==> config.mk <==
export PLATFORM = sky130hd
export DESIGN_NAME = bpm_top
export DESIGN_NICKNAME = d
export VERILOG_FILES = /design/src/design/bpm_pkg.sv /design/src/design/bpm_bus_ctrl.sv /design/src/design/bpm_config_regs.sv /design/src/design/bpm_readback.sv /design/src/design/bpm_afe_ctrl.sv /design/src/design/bpm_top.sv
export SDC_FILE = /design/constraint.sdc
export NUM_CORES = 1
export LEC_CHECK = 0
export BUFFER_PORTS_ARGS = -buffer_cell sky130_fd_sc_hd__buf_2
export CAP_MARGIN = 5
export CORE_AREA = 2 2 229 231
export CTS_CLUSTER_DIAMETER = 120
export DETAILED_ROUTE_END_ITERATION = 8
export DIE_AREA = 0 0 231 233
export PLACE_DENSITY = 0.63
export SLEW_MARGIN = 20
export SYNTH_ARGS = -nofsm -noshare
export SYNTH_HDL_FRONTEND = slang
export SYNTH_SLANG_ARGS = --single-unit
export TNS_END_PERCENT = 50
==> constraint.sdc <==
create_clock -name clk -period 3.5 [get_ports clk]
set_input_delay 0.175 -clock clk [delete_from_list [all_inputs] [get_ports clk]]
set_output_delay 0.175 -clock clk [all_outputs]
set_load 0.01 [all_outputs]
==> src/design/bpm_pkg.sv <==
package bpm_pkg;

	////////////////////////////////
	// Widths and constants
	////////////////////////////////
	localparam int data_width = 16;
	localparam int bus_width = 32;
	localparam int num_ch = 4;                    // Pickup channels A to D
	localparam int map_idx_bits = 7;              // 128 words in the map
	localparam logic [bus_width-1:0] base_addr = 32'h41710000;
	localparam logic [bus_width-1:0] fpga_version = 32'h0002_0007;

	localparam int att_bits = 6;                  // Serial attenuator setting
	localparam int vga_bits = 5;

	////////////////////////////////
	// Register indices, word address = base + 4 * index
	////////////////////////////////
	localparam logic [map_idx_bits-1:0] idx_sr = 7'd0;
	localparam logic [map_idx_bits-1:0] idx_cr = 7'd1;
	localparam logic [map_idx_bits-1:0] idx_version = 7'd2;
	localparam logic [map_idx_bits-1:0] idx_pwr_a = 7'd4;
	localparam logic [map_idx_bits-1:0] idx_pwr_b = 7'd5;
	localparam logic [map_idx_bits-1:0] idx_pwr_c = 7'd6;
	localparam logic [map_idx_bits-1:0] idx_pwr_d = 7'd7;
	localparam logic [map_idx_bits-1:0] idx_x = 7'd8;
	localparam logic [map_idx_bits-1:0] idx_y = 7'd9;
	localparam logic [map_idx_bits-1:0] idx_s = 7'd10;
	localparam logic [map_idx_bits-1:0] idx_trig_dl = 7'd22;
	localparam logic [map_idx_bits-1:0] idx_bpm_dia = 7'd23;
	localparam logic [map_idx_bits-1:0] idx_trig_th = 7'd24;
	localparam logic [map_idx_bits-1:0] idx_trig_dt = 7'd25;
	localparam logic [map_idx_bits-1:0] idx_evt_len = 7'd26;
	localparam logic [map_idx_bits-1:0] idx_evt_tail_len = 7'd27;
	localparam logic [map_idx_bits-1:0] idx_bl_len = 7'd28;
	localparam logic [map_idx_bits-1:0] idx_afe_ctrl = 7'd88;
	localparam logic [map_idx_bits-1:0] idx_gain_a = 7'd96;
	localparam logic [map_idx_bits-1:0] idx_gain_b = 7'd97;
	localparam logic [map_idx_bits-1:0] idx_gain_c = 7'd98;
	localparam logic [map_idx_bits-1:0] idx_gain_d = 7'd99;

	// Control word bits
	localparam int cr_sma_en = 3;
	localparam int cr_auto_range = 6;             // 1 selects auto VGA gain
	localparam int cr_cal_off = 13;
	localparam int cr_soft_rst = 15;

	typedef struct packed {
		logic en;
		logic [3:0] we;                           // All ones write, zero read
		logic [bus_width-1:0] addr;
		logic [bus_width-1:0] wr_data;
	} bus_req_t;

	typedef enum logic [4:0] {
		sel_none, sel_sr, sel_cr, sel_version,
		sel_pwr_a, sel_pwr_b, sel_pwr_c, sel_pwr_d,
		sel_x, sel_y, sel_s,
		sel_trig_dl, sel_bpm_dia, sel_trig_th, sel_trig_dt,
		sel_evt_len, sel_evt_tail_len, sel_bl_len, sel_afe_ctrl,
		sel_gain_a, sel_gain_b, sel_gain_c, sel_gain_d
	} reg_sel_e;

	typedef struct packed {
		logic cr;
		logic afe_ctrl;
		logic bpm_dia;
		logic trig_th;
		logic trig_dt;
		logic trig_dl;
		logic evt_len;
		logic evt_tail_len;
		logic bl_len;
		logic [num_ch-1:0] gain;
	} wr_strobe_t;

	// AFE control fields
	typedef struct packed {
		logic [1:0] spare_hi;
		logic [att_bits-1:0] att;                 // Bits 13:8
		logic [2:0] spare_lo;
		logic [vga_bits-1:0] vga;                 // Bits 4:0
	} afe_ctrl_f_t;

	typedef union packed {
		logic [data_width-1:0] raw;
		afe_ctrl_f_t f;
	} afe_ctrl_u;

	typedef struct packed {
		logic [data_width-1:0] ctrl;
		afe_ctrl_u afe;
		logic [data_width-1:0] bpm_dia;
		logic [data_width-1:0] trig_th;
		logic [data_width-1:0] trig_dt;
		logic [data_width-1:0] trig_dl;
		logic [data_width-1:0] evt_len;
		logic [data_width-1:0] evt_tail_len;
		logic [data_width-1:0] bl_len;
		logic [num_ch-1:0][bus_width-1:0] gain;
	} bpm_cfg_t;

	typedef struct packed {
		logic [num_ch-1:0][bus_width-1:0] pwr;    // Index 0 is channel A
		logic [data_width-1:0] x;
		logic [data_width-1:0] y;
		logic [data_width-1:0] s;
		logic [data_width-1:0] status;
	} meas_t;

endpackage

==> src/design/bpm_bus_ctrl.sv <==
`timescale 1ns/100ps

module bpm_bus_ctrl (
	input  logic clk,
	input  logic rst_n,
	input  bpm_pkg::bus_req_t bus,
	output bpm_pkg::wr_strobe_t wr,
	output bpm_pkg::reg_sel_e rd_sel
);
	import bpm_pkg::*;

	logic [bus_width-1:0] offset;
	logic in_range;
	logic [map_idx_bits-1:0] idx;
	logic wr_ok;
	logic rd_ok;

	// Word index relative to the base, anything outside the map is dropped
	assign offset = bus.addr - base_addr;
	assign in_range = (offset[bus_width-1:map_idx_bits+2] == '0) && (offset[1:0] == 2'b00);
	assign idx = offset[map_idx_bits+1:2];

	assign wr_ok = bus.en && (bus.we == 4'hf) && in_range;
	assign rd_ok = bus.en && (bus.we == 4'h0) && in_range;   // Partial we is ignored

	always_comb begin
		wr = '0;
		if (wr_ok) begin
			case (idx)
				idx_cr: wr.cr = 1'b1;
				idx_afe_ctrl: wr.afe_ctrl = 1'b1;
				idx_bpm_dia: wr.bpm_dia = 1'b1;
				idx_trig_th: wr.trig_th = 1'b1;
				idx_trig_dt: wr.trig_dt = 1'b1;
				idx_trig_dl: wr.trig_dl = 1'b1;
				idx_evt_len: wr.evt_len = 1'b1;
				idx_evt_tail_len: wr.evt_tail_len = 1'b1;
				idx_bl_len: wr.bl_len = 1'b1;
				idx_gain_a: wr.gain[0] = 1'b1;
				idx_gain_b: wr.gain[1] = 1'b1;
				idx_gain_c: wr.gain[2] = 1'b1;
				idx_gain_d: wr.gain[3] = 1'b1;
				default: wr = '0;                 // Read-only or unmapped
			endcase
		end
	end

	always_comb begin
		rd_sel = sel_none;
		if (rd_ok) begin
			case (idx)
				idx_sr: rd_sel = sel_sr;
				idx_cr: rd_sel = sel_cr;
				idx_version: rd_sel = sel_version;
				idx_pwr_a: rd_sel = sel_pwr_a;
				idx_pwr_b: rd_sel = sel_pwr_b;
				idx_pwr_c: rd_sel = sel_pwr_c;
				idx_pwr_d: rd_sel = sel_pwr_d;
				idx_x: rd_sel = sel_x;
				idx_y: rd_sel = sel_y;
				idx_s: rd_sel = sel_s;
				idx_trig_dl: rd_sel = sel_trig_dl;
				idx_bpm_dia: rd_sel = sel_bpm_dia;
				idx_trig_th: rd_sel = sel_trig_th;
				idx_trig_dt: rd_sel = sel_trig_dt;
				idx_evt_len: rd_sel = sel_evt_len;
				idx_evt_tail_len: rd_sel = sel_evt_tail_len;
				idx_bl_len: rd_sel = sel_bl_len;
				idx_afe_ctrl: rd_sel = sel_afe_ctrl;
				idx_gain_a: rd_sel = sel_gain_a;
				idx_gain_b: rd_sel = sel_gain_b;
				idx_gain_c: rd_sel = sel_gain_c;
				idx_gain_d: rd_sel = sel_gain_d;
				default: rd_sel = sel_none;
			endcase
		end
	end

	// One register per access, and never a write and a read together
	a_one_access: assert property (@(posedge clk) disable iff (!rst_n)
		$onehot0(wr) && !((|wr) && (rd_sel != sel_none)));

endmodule

==> src/design/bpm_config_regs.sv <==
`timescale 1ns/100ps

module bpm_config_regs (
	input  logic clk,
	input  logic rst_n,
	input  bpm_pkg::wr_strobe_t wr,
	input  logic [bpm_pkg::bus_width-1:0] wr_data,
	output bpm_pkg::bpm_cfg_t cfg,
	output logic soft_rst
);
	import bpm_pkg::*;

	logic [data_width-1:0] wr_half;

	assign wr_half = wr_data[data_width-1:0];    // 16-bit registers use the low half

	////////////////////////////////
	// Register file
	////////////////////////////////
	always_ff @(posedge clk) begin
		if (!rst_n) begin
			cfg <= '0;
		end else begin
			if (wr.cr) cfg.ctrl <= wr_half;
			if (wr.afe_ctrl) cfg.afe.raw <= wr_half;
			if (wr.bpm_dia) cfg.bpm_dia <= wr_half;
			if (wr.trig_th) cfg.trig_th <= wr_half;
			if (wr.trig_dt) cfg.trig_dt <= wr_half;
			if (wr.trig_dl) cfg.trig_dl <= wr_half;
			if (wr.evt_len) cfg.evt_len <= wr_half;
			if (wr.evt_tail_len) cfg.evt_tail_len <= wr_half;
			if (wr.bl_len) cfg.bl_len <= wr_half;

			// Channel gains are full words
			for (int i = 0; i < num_ch; i++) begin
				if (wr.gain[i]) cfg.gain[i] <= wr_data;
			end
		end
	end

	// Soft reset lags control bit 15 by a cycle
	always_ff @(posedge clk) begin
		if (!rst_n) begin
			soft_rst <= 1'b0;
		end else begin
			soft_rst <= cfg.ctrl[cr_soft_rst];
		end
	end

endmodule

==> src/design/bpm_readback.sv <==
`timescale 1ns/100ps

module bpm_readback (
	input  logic clk,
	input  logic rst_n,
	input  bpm_pkg::reg_sel_e rd_sel,
	input  bpm_pkg::bpm_cfg_t cfg,
	input  bpm_pkg::meas_t meas,
	output logic [bpm_pkg::bus_width-1:0] rd_data
);
	import bpm_pkg::*;

	function automatic logic [bus_width-1:0] sext(input logic [data_width-1:0] w);
		return {{(bus_width-data_width){w[data_width-1]}}, w};
	endfunction

	function automatic logic [bus_width-1:0] zext(input logic [data_width-1:0] w);
		return {{(bus_width-data_width){1'b0}}, w};
	endfunction

	always_ff @(posedge clk) begin
		if (!rst_n) begin
			rd_data <= '0;
		end else begin
			case (rd_sel)
				// Signed words
				sel_sr: rd_data <= sext(meas.status);
				sel_cr: rd_data <= sext(cfg.ctrl);
				sel_afe_ctrl: rd_data <= sext(cfg.afe.raw);
				sel_version: rd_data <= fpga_version;
				sel_pwr_a: rd_data <= meas.pwr[0];
				sel_pwr_b: rd_data <= meas.pwr[1];
				sel_pwr_c: rd_data <= meas.pwr[2];
				sel_pwr_d: rd_data <= meas.pwr[3];
				sel_x: rd_data <= zext(meas.x);
				sel_y: rd_data <= zext(meas.y);
				sel_s: rd_data <= zext(meas.s);
				sel_trig_dl: rd_data <= zext(cfg.trig_dl);
				sel_bpm_dia: rd_data <= zext(cfg.bpm_dia);
				sel_trig_th: rd_data <= zext(cfg.trig_th);
				sel_trig_dt: rd_data <= zext(cfg.trig_dt);
				sel_evt_len: rd_data <= zext(cfg.evt_len);
				sel_evt_tail_len: rd_data <= zext(cfg.evt_tail_len);
				sel_bl_len: rd_data <= zext(cfg.bl_len);
				sel_gain_a: rd_data <= cfg.gain[0];
				sel_gain_b: rd_data <= cfg.gain[1];
				sel_gain_c: rd_data <= cfg.gain[2];
				sel_gain_d: rd_data <= cfg.gain[3];
				default: rd_data <= rd_data;      // Keep the last word
			endcase
		end
	end

endmodule

==> src/design/bpm_afe_ctrl.sv <==
`timescale 1ns/100ps

module bpm_afe_ctrl (
	input  logic clk,
	input  logic rst_n,
	input  bpm_pkg::bpm_cfg_t cfg,
	input  logic trig_out,
	input  logic cal_on,
	input  logic [bpm_pkg::vga_bits-1:0] auto_gain,
	output logic att_le,
	output logic att_clk,
	output logic att_data,
	output logic sma_out,
	output logic afe_pickup,
	output logic afe_cal,
	output logic [bpm_pkg::vga_bits-1:0] afe_vga_gain
);
	import bpm_pkg::*;

	logic [att_bits-1:0] last_sent;               // Value of the last transfer
	logic [att_bits-1:0] shreg;
	logic [$clog2(2*att_bits)-1:0] phase_cnt;     // Two phases per bit
	logic shifting;
	logic changed;
	logic last_phase;

	assign changed = (cfg.afe.f.att != last_sent);
	assign last_phase = (phase_cnt == ($bits(phase_cnt))'(2*att_bits-1));

	////////////////////////////////
	// Attenuator serial writer
	////////////////////////////////
	always_ff @(posedge clk) begin
		if (!rst_n) begin
			last_sent <= '0;
			shreg <= '0;
			phase_cnt <= '0;
			shifting <= 1'b0;
			att_le <= 1'b0;
		end else begin
			att_le <= 1'b0;
			if (shifting) begin
				phase_cnt <= phase_cnt + 1'b1;
				if (last_phase) begin
					shifting <= 1'b0;
					att_le <= 1'b1;               // Latch pulse closes the transfer
				end else if (phase_cnt[0]) begin
					shreg <= shreg << 1;          // Next bit after clock high
				end
			end else if (!att_le && changed) begin
				// Pick up the latest setting, even one written mid-transfer
				shreg <= cfg.afe.f.att;
				last_sent <= cfg.afe.f.att;
				phase_cnt <= '0;
				shifting <= 1'b1;
			end
		end
	end

	assign att_clk = shifting & phase_cnt[0];     // Low then high for each bit
	assign att_data = shifting & shreg[att_bits-1];   // MSB first

	////////////////////////////////
	// Path select, VGA and SMA
	////////////////////////////////
	assign afe_pickup = cfg.ctrl[cr_cal_off] ? 1'b1 : cal_on;
	assign afe_cal = ~afe_pickup;

	// Board has an inverting gate on the SMA path
	assign sma_out = cfg.ctrl[cr_sma_en] ? ~trig_out : 1'b1;

	assign afe_vga_gain = cfg.ctrl[cr_auto_range] ? auto_gain : cfg.afe.f.vga;

	// Latch only after the last clock high, never alongside it
	a_att_le: assert property (@(posedge clk) disable iff (!rst_n)
		att_le |-> (!att_clk && $past(att_clk)));

endmodule

==> src/design/bpm_top.sv <==
`timescale 1ns/100ps

module bpm_top (
	input  logic clk,
	input  logic rst_n,
	input  bpm_pkg::bus_req_t bus,
	output logic [bpm_pkg::bus_width-1:0] rd_data,
	input  bpm_pkg::meas_t meas,
	input  logic trig_out,
	input  logic cal_on,
	input  logic [bpm_pkg::vga_bits-1:0] auto_gain,
	output bpm_pkg::bpm_cfg_t cfg,                // To the signal processing block
	output logic soft_rst,
	output logic att_le,
	output logic att_clk,
	output logic att_data,
	output logic sma_out,
	output logic afe_pickup,
	output logic afe_cal,
	output logic [bpm_pkg::vga_bits-1:0] afe_vga_gain
);
	import bpm_pkg::*;

	wr_strobe_t wr;
	reg_sel_e rd_sel;

	////////////////////////////////
	// Processor port
	////////////////////////////////
	bpm_bus_ctrl u_bus_ctrl (
		.clk    (clk),
		.rst_n  (rst_n),
		.bus    (bus),
		.wr     (wr),
		.rd_sel (rd_sel)
	);

	bpm_config_regs u_config_regs (
		.clk      (clk),
		.rst_n    (rst_n),
		.wr       (wr),
		.wr_data  (bus.wr_data),
		.cfg      (cfg),
		.soft_rst (soft_rst)
	);

	bpm_readback u_readback (
		.clk     (clk),
		.rst_n   (rst_n),
		.rd_sel  (rd_sel),
		.cfg     (cfg),
		.meas    (meas),
		.rd_data (rd_data)
	);

	// Front-end pins
	bpm_afe_ctrl u_afe_ctrl (
		.clk          (clk),
		.rst_n        (rst_n),
		.cfg          (cfg),
		.trig_out     (trig_out),
		.cal_on       (cal_on),
		.auto_gain    (auto_gain),
		.att_le       (att_le),
		.att_clk      (att_clk),
		.att_data     (att_data),
		.sma_out      (sma_out),
		.afe_pickup   (afe_pickup),
		.afe_cal      (afe_cal),
		.afe_vga_gain (afe_vga_gain)
	);

endmodule

Word-level counts from Yosys, hierarchy flattened
Cells that the tools add are included.

cells by class
  $add $sub $neg = 2
  equality and inequality tests = 48
  mux-type cells = 30
  bitwise logic cells = 5
  reductions and logical operators = 16

operators with widths
  operator                count
  $pmux 32 s22            1
  $pmux 5 s22             1
  $eq 7x5->1 const B      7
  $eq 5x4->1 const B      8
  $eq 5x5->1 const B      7
  $eq 7x7->1 const B      5
  $sub 32x31->32 const B  1
  $eq 7x3->1 const B      4
  $mux 6                  4
  $logic_not 23->1        1
  $reduce_bool 22->1      1
  $eq 7x4->1 const B      3
  $eq 5x3->1 const B      4
  $mux 1                  19
  $mux 13                 1
  $eq 5x2->1 const B      2
  $mux 5                  2
  $eq 4x4->1 const B      2
  $mux 4                  2
  $eq 7x1->1 const B      1
  $eq 7x2->1 const B      1
  $logic_not 7->1         1
  $logic_and 1x1->1       6
  $ne 6x6->1              1
  12 further kinds        16

word-level totals
  flip-flop bits (word level) = 323
  logic and storage cells = 121

Logic depth before layout (Yosys ltp)
  depth in word-level cells = 7
  depth in mapped cells = 15
  mapped depth without buffers = 11

By module
Synthesis repeated with hierarchy kept, for this count alone.

unflattened totals
  cell total of the unflattened synthesis = 1,807
  area, all modules = 17,702.0 um2

by module, submodules not included
  module           times used  cells an instance  area each (um2)  sequential area each (um2)
  bpm_config_regs  1           898                10,816.6         5,465.2
  bpm_readback     1           655                4,936.0          640.6
  bpm_afe_ctrl     1           109                999.7            360.3
  bpm_bus_ctrl     1           145                949.7            0.0

Worst setup path after synthesis
Ideal clock, no wire load.

  path type = input to register
  start point = input port bus[48] (netlist name)
  end point = register u_readback.rd_data[16] (netlist name)
  library setup time = 118 ps
  arrival = 2,856 ps
  setup slack = 525 ps
  cell stages on the path = 13
  path through = inv_1 -> ha_1 -> or3b_4 -> a31o_2 -> xor2_1 -> o211ai_2 -> buf_4 -> or4_4 -> a211oi_4 -> buf_6 -> o2111ai_1 -> a221oi_2 -> nor2_1

on the way
  cells in the longest elaborated chain, start to end = 7

ends and longest elaborated chain
  element                                             line                text
  start: declaration                                  bpm_top.sv:6        input bpm_pkg::bus_req_t bus,
  $sub 32x31->32 (*)                                  bpm_bus_ctrl.sv:19  assign offset = bus.addr - base_addr;
  $logic_not 23->1 (*)                                bpm_bus_ctrl.sv:20  assign in_range = (offset[bus_width-1:map_idx_bits+2] == '0) && (offset[1:0] == 2'b00);
  $logic_and 1x1->1 (*)                               bpm_bus_ctrl.sv:20
  $logic_and 1x1->1 (*)                               bpm_bus_ctrl.sv:24  assign rd_ok = bus.en && (bus.we == 4'h0) && in_range;
  $mux 5 (*)                                          bpm_bus_ctrl.sv:50  if (rd_ok) begin
  $eq 5x5->1 (tied with other cells)                  bpm_readback.sv:25  case (rd_sel)
  $pmux 32 s22 or $reduce_bool 22->1 (tied branches)  --
  end signal: assignment                              bpm_readback.sv:27  sel_sr: rd_data <= sext(meas.status);
  end signal: assignment                              bpm_readback.sv:28  sel_cr: rd_data <= sext(cfg.ctrl);
  end signal: assignment                              bpm_readback.sv:29  sel_afe_ctrl: rd_data <= sext(cfg.afe.raw);
  end: declaration                                    bpm_readback.sv:9   output logic [bpm_pkg::bus_width-1:0] rd_data

Every way passes the cells marked *; elsewhere a longest branch is shown, timed or not.
A chain may end at the register's enable or synchronous reset.

Final worst setup path
  start point = input port bus[48] (netlist name)
  end point = register u_readback.rd_data[7] (netlist name)

Same word-level chain as after synthesis.

==> results.py <==
metrics = {
    "timing": {
        "worst_pin_slew_ns": 0.948,
        "hold_violations": 0,
        "fmax_mhz": 317,
        "maxSlewViolCount": 0,
        "post-route-min-period_ns": 3.15,
        "slew-limit-headroom": 0.366,
        "skew_ns": 0.0288,
        "period_share": 0.900,
        "finalSetupViolCount": 0,
        "rsz0062_at_grt": "no",
        "holdWs_ns": 0.0164,
    },
    "clock_network": {
        "cts_buffers": 37,
        "clock_latency_ns": 0.57,
        "cts_tree": "built",
        "cts.sinks": 323,
        "path_clk_slew_ns": 0.06,
        "cts_setup_buffers": 0,
        "cts_max_level": 2,
        "cts.repair.resized": 0,
        "root_buffer": "clkbuf_16",
        "cts_buffer_depth": 3,
    },
    "floorplanning": {
        "rows": 83,
        "initial_core_util": 0.328,
        "die_h_um": 233,
        "coreArea_um2": 51100,
        "dieWidth_um": 231,
        "die_area_um2": 53800,
        "ios": 586,
    },
    "detailed_routing": {
        "first_pass_iters": 9,
        "met1_length_um": 43700,
        "wl_met2_um": 50500,
        "dr.first_iter.drc_count": 2535,
        "ant_nets": 0,
        "met3_length_um": 11600,
        "highest_layer": "met5",
        "wire_per_inst_um": 30.6,
        "wl_um": 112000,
        "drc": 0,
        "via_per_inst": 6.00,
        "vias": 21900,
    },
    "critical_path": {
        "path_cells": "buf_2 -> buf_4 -> or4_4 -> buf_4 -> a211o_1 -> a21boi_2 -> nor2_2 -> buf_4 -> a2111o_1 -> a2111oi_1 -> nand4_1 -> nor4_1 -> nor2_1",
        "r2r_cells": 8,
        "r2r_slack_ns": 0.86,
        "worstSetupPathDepth": 13,
        "critical_path_class": "input port to flip-flop",
        "path_buf_inv": 4,
        "worstSetupStartpoint": "bus[48]",
        "cp_slowest_stage_delay_ns": 0.52,
        "cpMaxStageDelayCell": "or4_4",
        "startpoint_type": "input port",
        "worst_r2r_endpoint": "u_afe_ctrl.shreg[1]",
        "arrival_ns": 3.59,
        "reg2reg_from": "u_config_regs.cfg[252]",
        "critPathTopFamily": "simple AND/OR/NAND/NOR gates",
        "cp-end-kind": "flip-flop",
        "worstPathMaxFanout": 6,
        "required_ns": 3.94,
        "cp_common_cell": "buf_4",
    },
    "synthesis": {
        "netlist_instances": 2194,
        "synth_compound_area_frac": 0.234,
        "synth_edf_count": 0,
        "ys_seq_elements": 323,
        "syn_area_per_cell_um2": 7.65,
        "syn_area_um2": 16800,
        "synth_ff_type": "dfxtp_1",
        "ys_seq_area_frac": 0.385,
        "synthMuxAreaShare": 0.0321,
        "syn-num-nets": 2466,
        "synthAdderAreaFrac": 0.00149,
        "synth_top_family_by_area": "simple AND/OR/NAND/NOR gates",
        "synth_simple_gate_area_frac": 0.286,
        "async_reset_ff_frac": 0,
        "ys.warnings.count": 0,
        "synth_xor_area_frac": 0.00835,
        "yosysUniqueCellTypes": 92,
    },
    "finish": {
        "fillers": 5138,
        "nets": 3217,
        "layout_common_cells": "601 x nand2_1, 585 x buf_2, 323 x dfxtp_1",
        "ff_latch_area_um2": 6470,
        "layout-drive-gt1-share": 0.333,
        "multiInputGateArea_um2": 9540,
        "final_common_cell": "nand2_1",
        "area_growth_syn_to_layout_pct": 42.4,
    },
    "grt": {
        "grt_antenna_before_repair": 10,
        "overflow": 0,
        "grt_max_degree": 95,
        "grt_pass1_vias": 20900,
        "grt_pass1_wl_um": 155000,
        "track_usage": 0.400,
    },
    "power_and_ir_drop": {
        "p_int_uw": 6280,
        "switching_share": 0.263,
        "p_switching_uw": 2240,
        "power.density_nw_per_um2": 356,
        "pwr-share-comb": 0.113,
        "p_total_uw": 8520,
        "power_frac_seq": 0.432,
        "ir_worst_vdd_mv": 0.274,
        "clkPwrFrac": 0.456,
        "power.leakage_uw": 0.0101,
    },
    "outcome": {
        "outcome": "completed",
    },
    "min_path": {
        "worstHoldPathType": "input port to flip-flop",
        "hold_depth": 5,
        "min_from": "meas[181]",
        "hold_path_end": "u_readback.rd_data[21]",
    },
    "placement": {
        "io_buffers": 585,
        "routabilityCongestion": 1.12,
        "place_hpwl_um": 88300,
    },
    "flow_run": {
        "maxCapViolCount": 0,
    },
}
stage by stage:
stage | TNS, ns | cells | worst slack (ns) | util | area, µm²
after global placement | -6.26 | 3537 | -0.523 | 0.434 | 22200
after global routing | 0 | 3654 | 0.158 | 0.468 | 23900
after detailed placement | -2.82 | 3537 | -0.208 | 0.434 | 22200
final | 0 | 3655 | 0.350 | 0.468 | 23900
after floorplan | 0 | 2194 | 0.525 | - | 16800
after CTS | 0 | 3651 | 0.358 | 0.467 | 23900
sequential cells by signal, summed over array words and instances, names as in the netlist:
name                    count
u_afe_ctrl.att_le           1
u_afe_ctrl.last_sent        6
u_afe_ctrl.phase_cnt        4
u_afe_ctrl.shifting         1
u_afe_ctrl.shreg            6
u_config_regs.cfg         272
u_config_regs.soft_rst      1
u_readback.rd_data         32
what timing repair did:
action | CTS | global route
endpoints found under the hold margin | 83 | 0
setup endpoints to repair | 0 | 0
hold buffers | 49 | 0
cell usage after synthesis, drive strengths merged (15+ instances only):
cell type,number,area share
a21oi,294,0.088
a221oi,29,0.019
a22oi,52,0.023
a32oi,20,0.010
and2,18,0.0067
and3,42,0.016
buf,81,0.027
clkbuf,104,0.023
dfxtp,323,0.39
mux2,15,0.010
mux2i,37,0.022
nand2,604,0.14
nand3,67,0.020
nand4,58,0.022
nor2,83,0.019
nor3,30,0.011
nor4,51,0.025
o2111ai,28,0.015
o21ai,43,0.013
power by group through the flow:
stage | logic, µW | clock network [µW] | registers, µW
finish | 961 | 3880 | 3680
floorplan | 308 | 0 | 3760
global route | 979 | 4050 | 3670
CTS | 930 | 3910 | 3680
global placement | 885 | 0 | 3760
detailed placement | 882 | 0 | 3760
layer usage:
| layer | vias up | global-route usage |
|---|---|---|
| met5 | - | 0 |
| met4 | 6 | 0.190 |
| met3 | 293 | 0.0844 |
| met2 | 1617 | 0.646 |
| met1 | 10600 | 0.509 |
| li1 | 9459 | - |
worst max path at each step:
stage | to
after floorplan | u_readback.rd_data[16]
after global placement | u_readback.rd_data[11]
after detailed placement | u_readback.rd_data[12]
after CTS | u_readback.rd_data[12]
after global routing | u_readback.rd_data[22]
final | u_readback.rd_data[7]
cell type report:
| type | instances | area share |
|---|---|---|
| diodes | 4 | 0.000419 |
| clock buffers | 56 | 0.0460 |
| clock inverters | 9 | 0.00429 |
| inverters | 14 | 0.00251 |
| multi-input cells | 1672 | 0.399 |
| flip-flops and latches | 323 | 0.271 |
| well taps | 680 | 0.0356 |
| repair buffers | 897 | 0.241 |
worst min-delay path, cell delays in order:
cell	delay, ns
buf_2	0.07
a22oi_1	0.06
o2111ai_1	0.10
a221oi_1	0.05
nor2_1	0.07
cell families after synthesis:
family,after synthesis
adder cells (fa/ha/maj),2
flip-flops,323
multiplexers,52
buffers and inverters,199
XOR/XNOR,16
AND/OR/NAND/NOR,1014
AO/OA/AOI/OAI,588
Note: power is estimated with default switching activity, not from simulation.
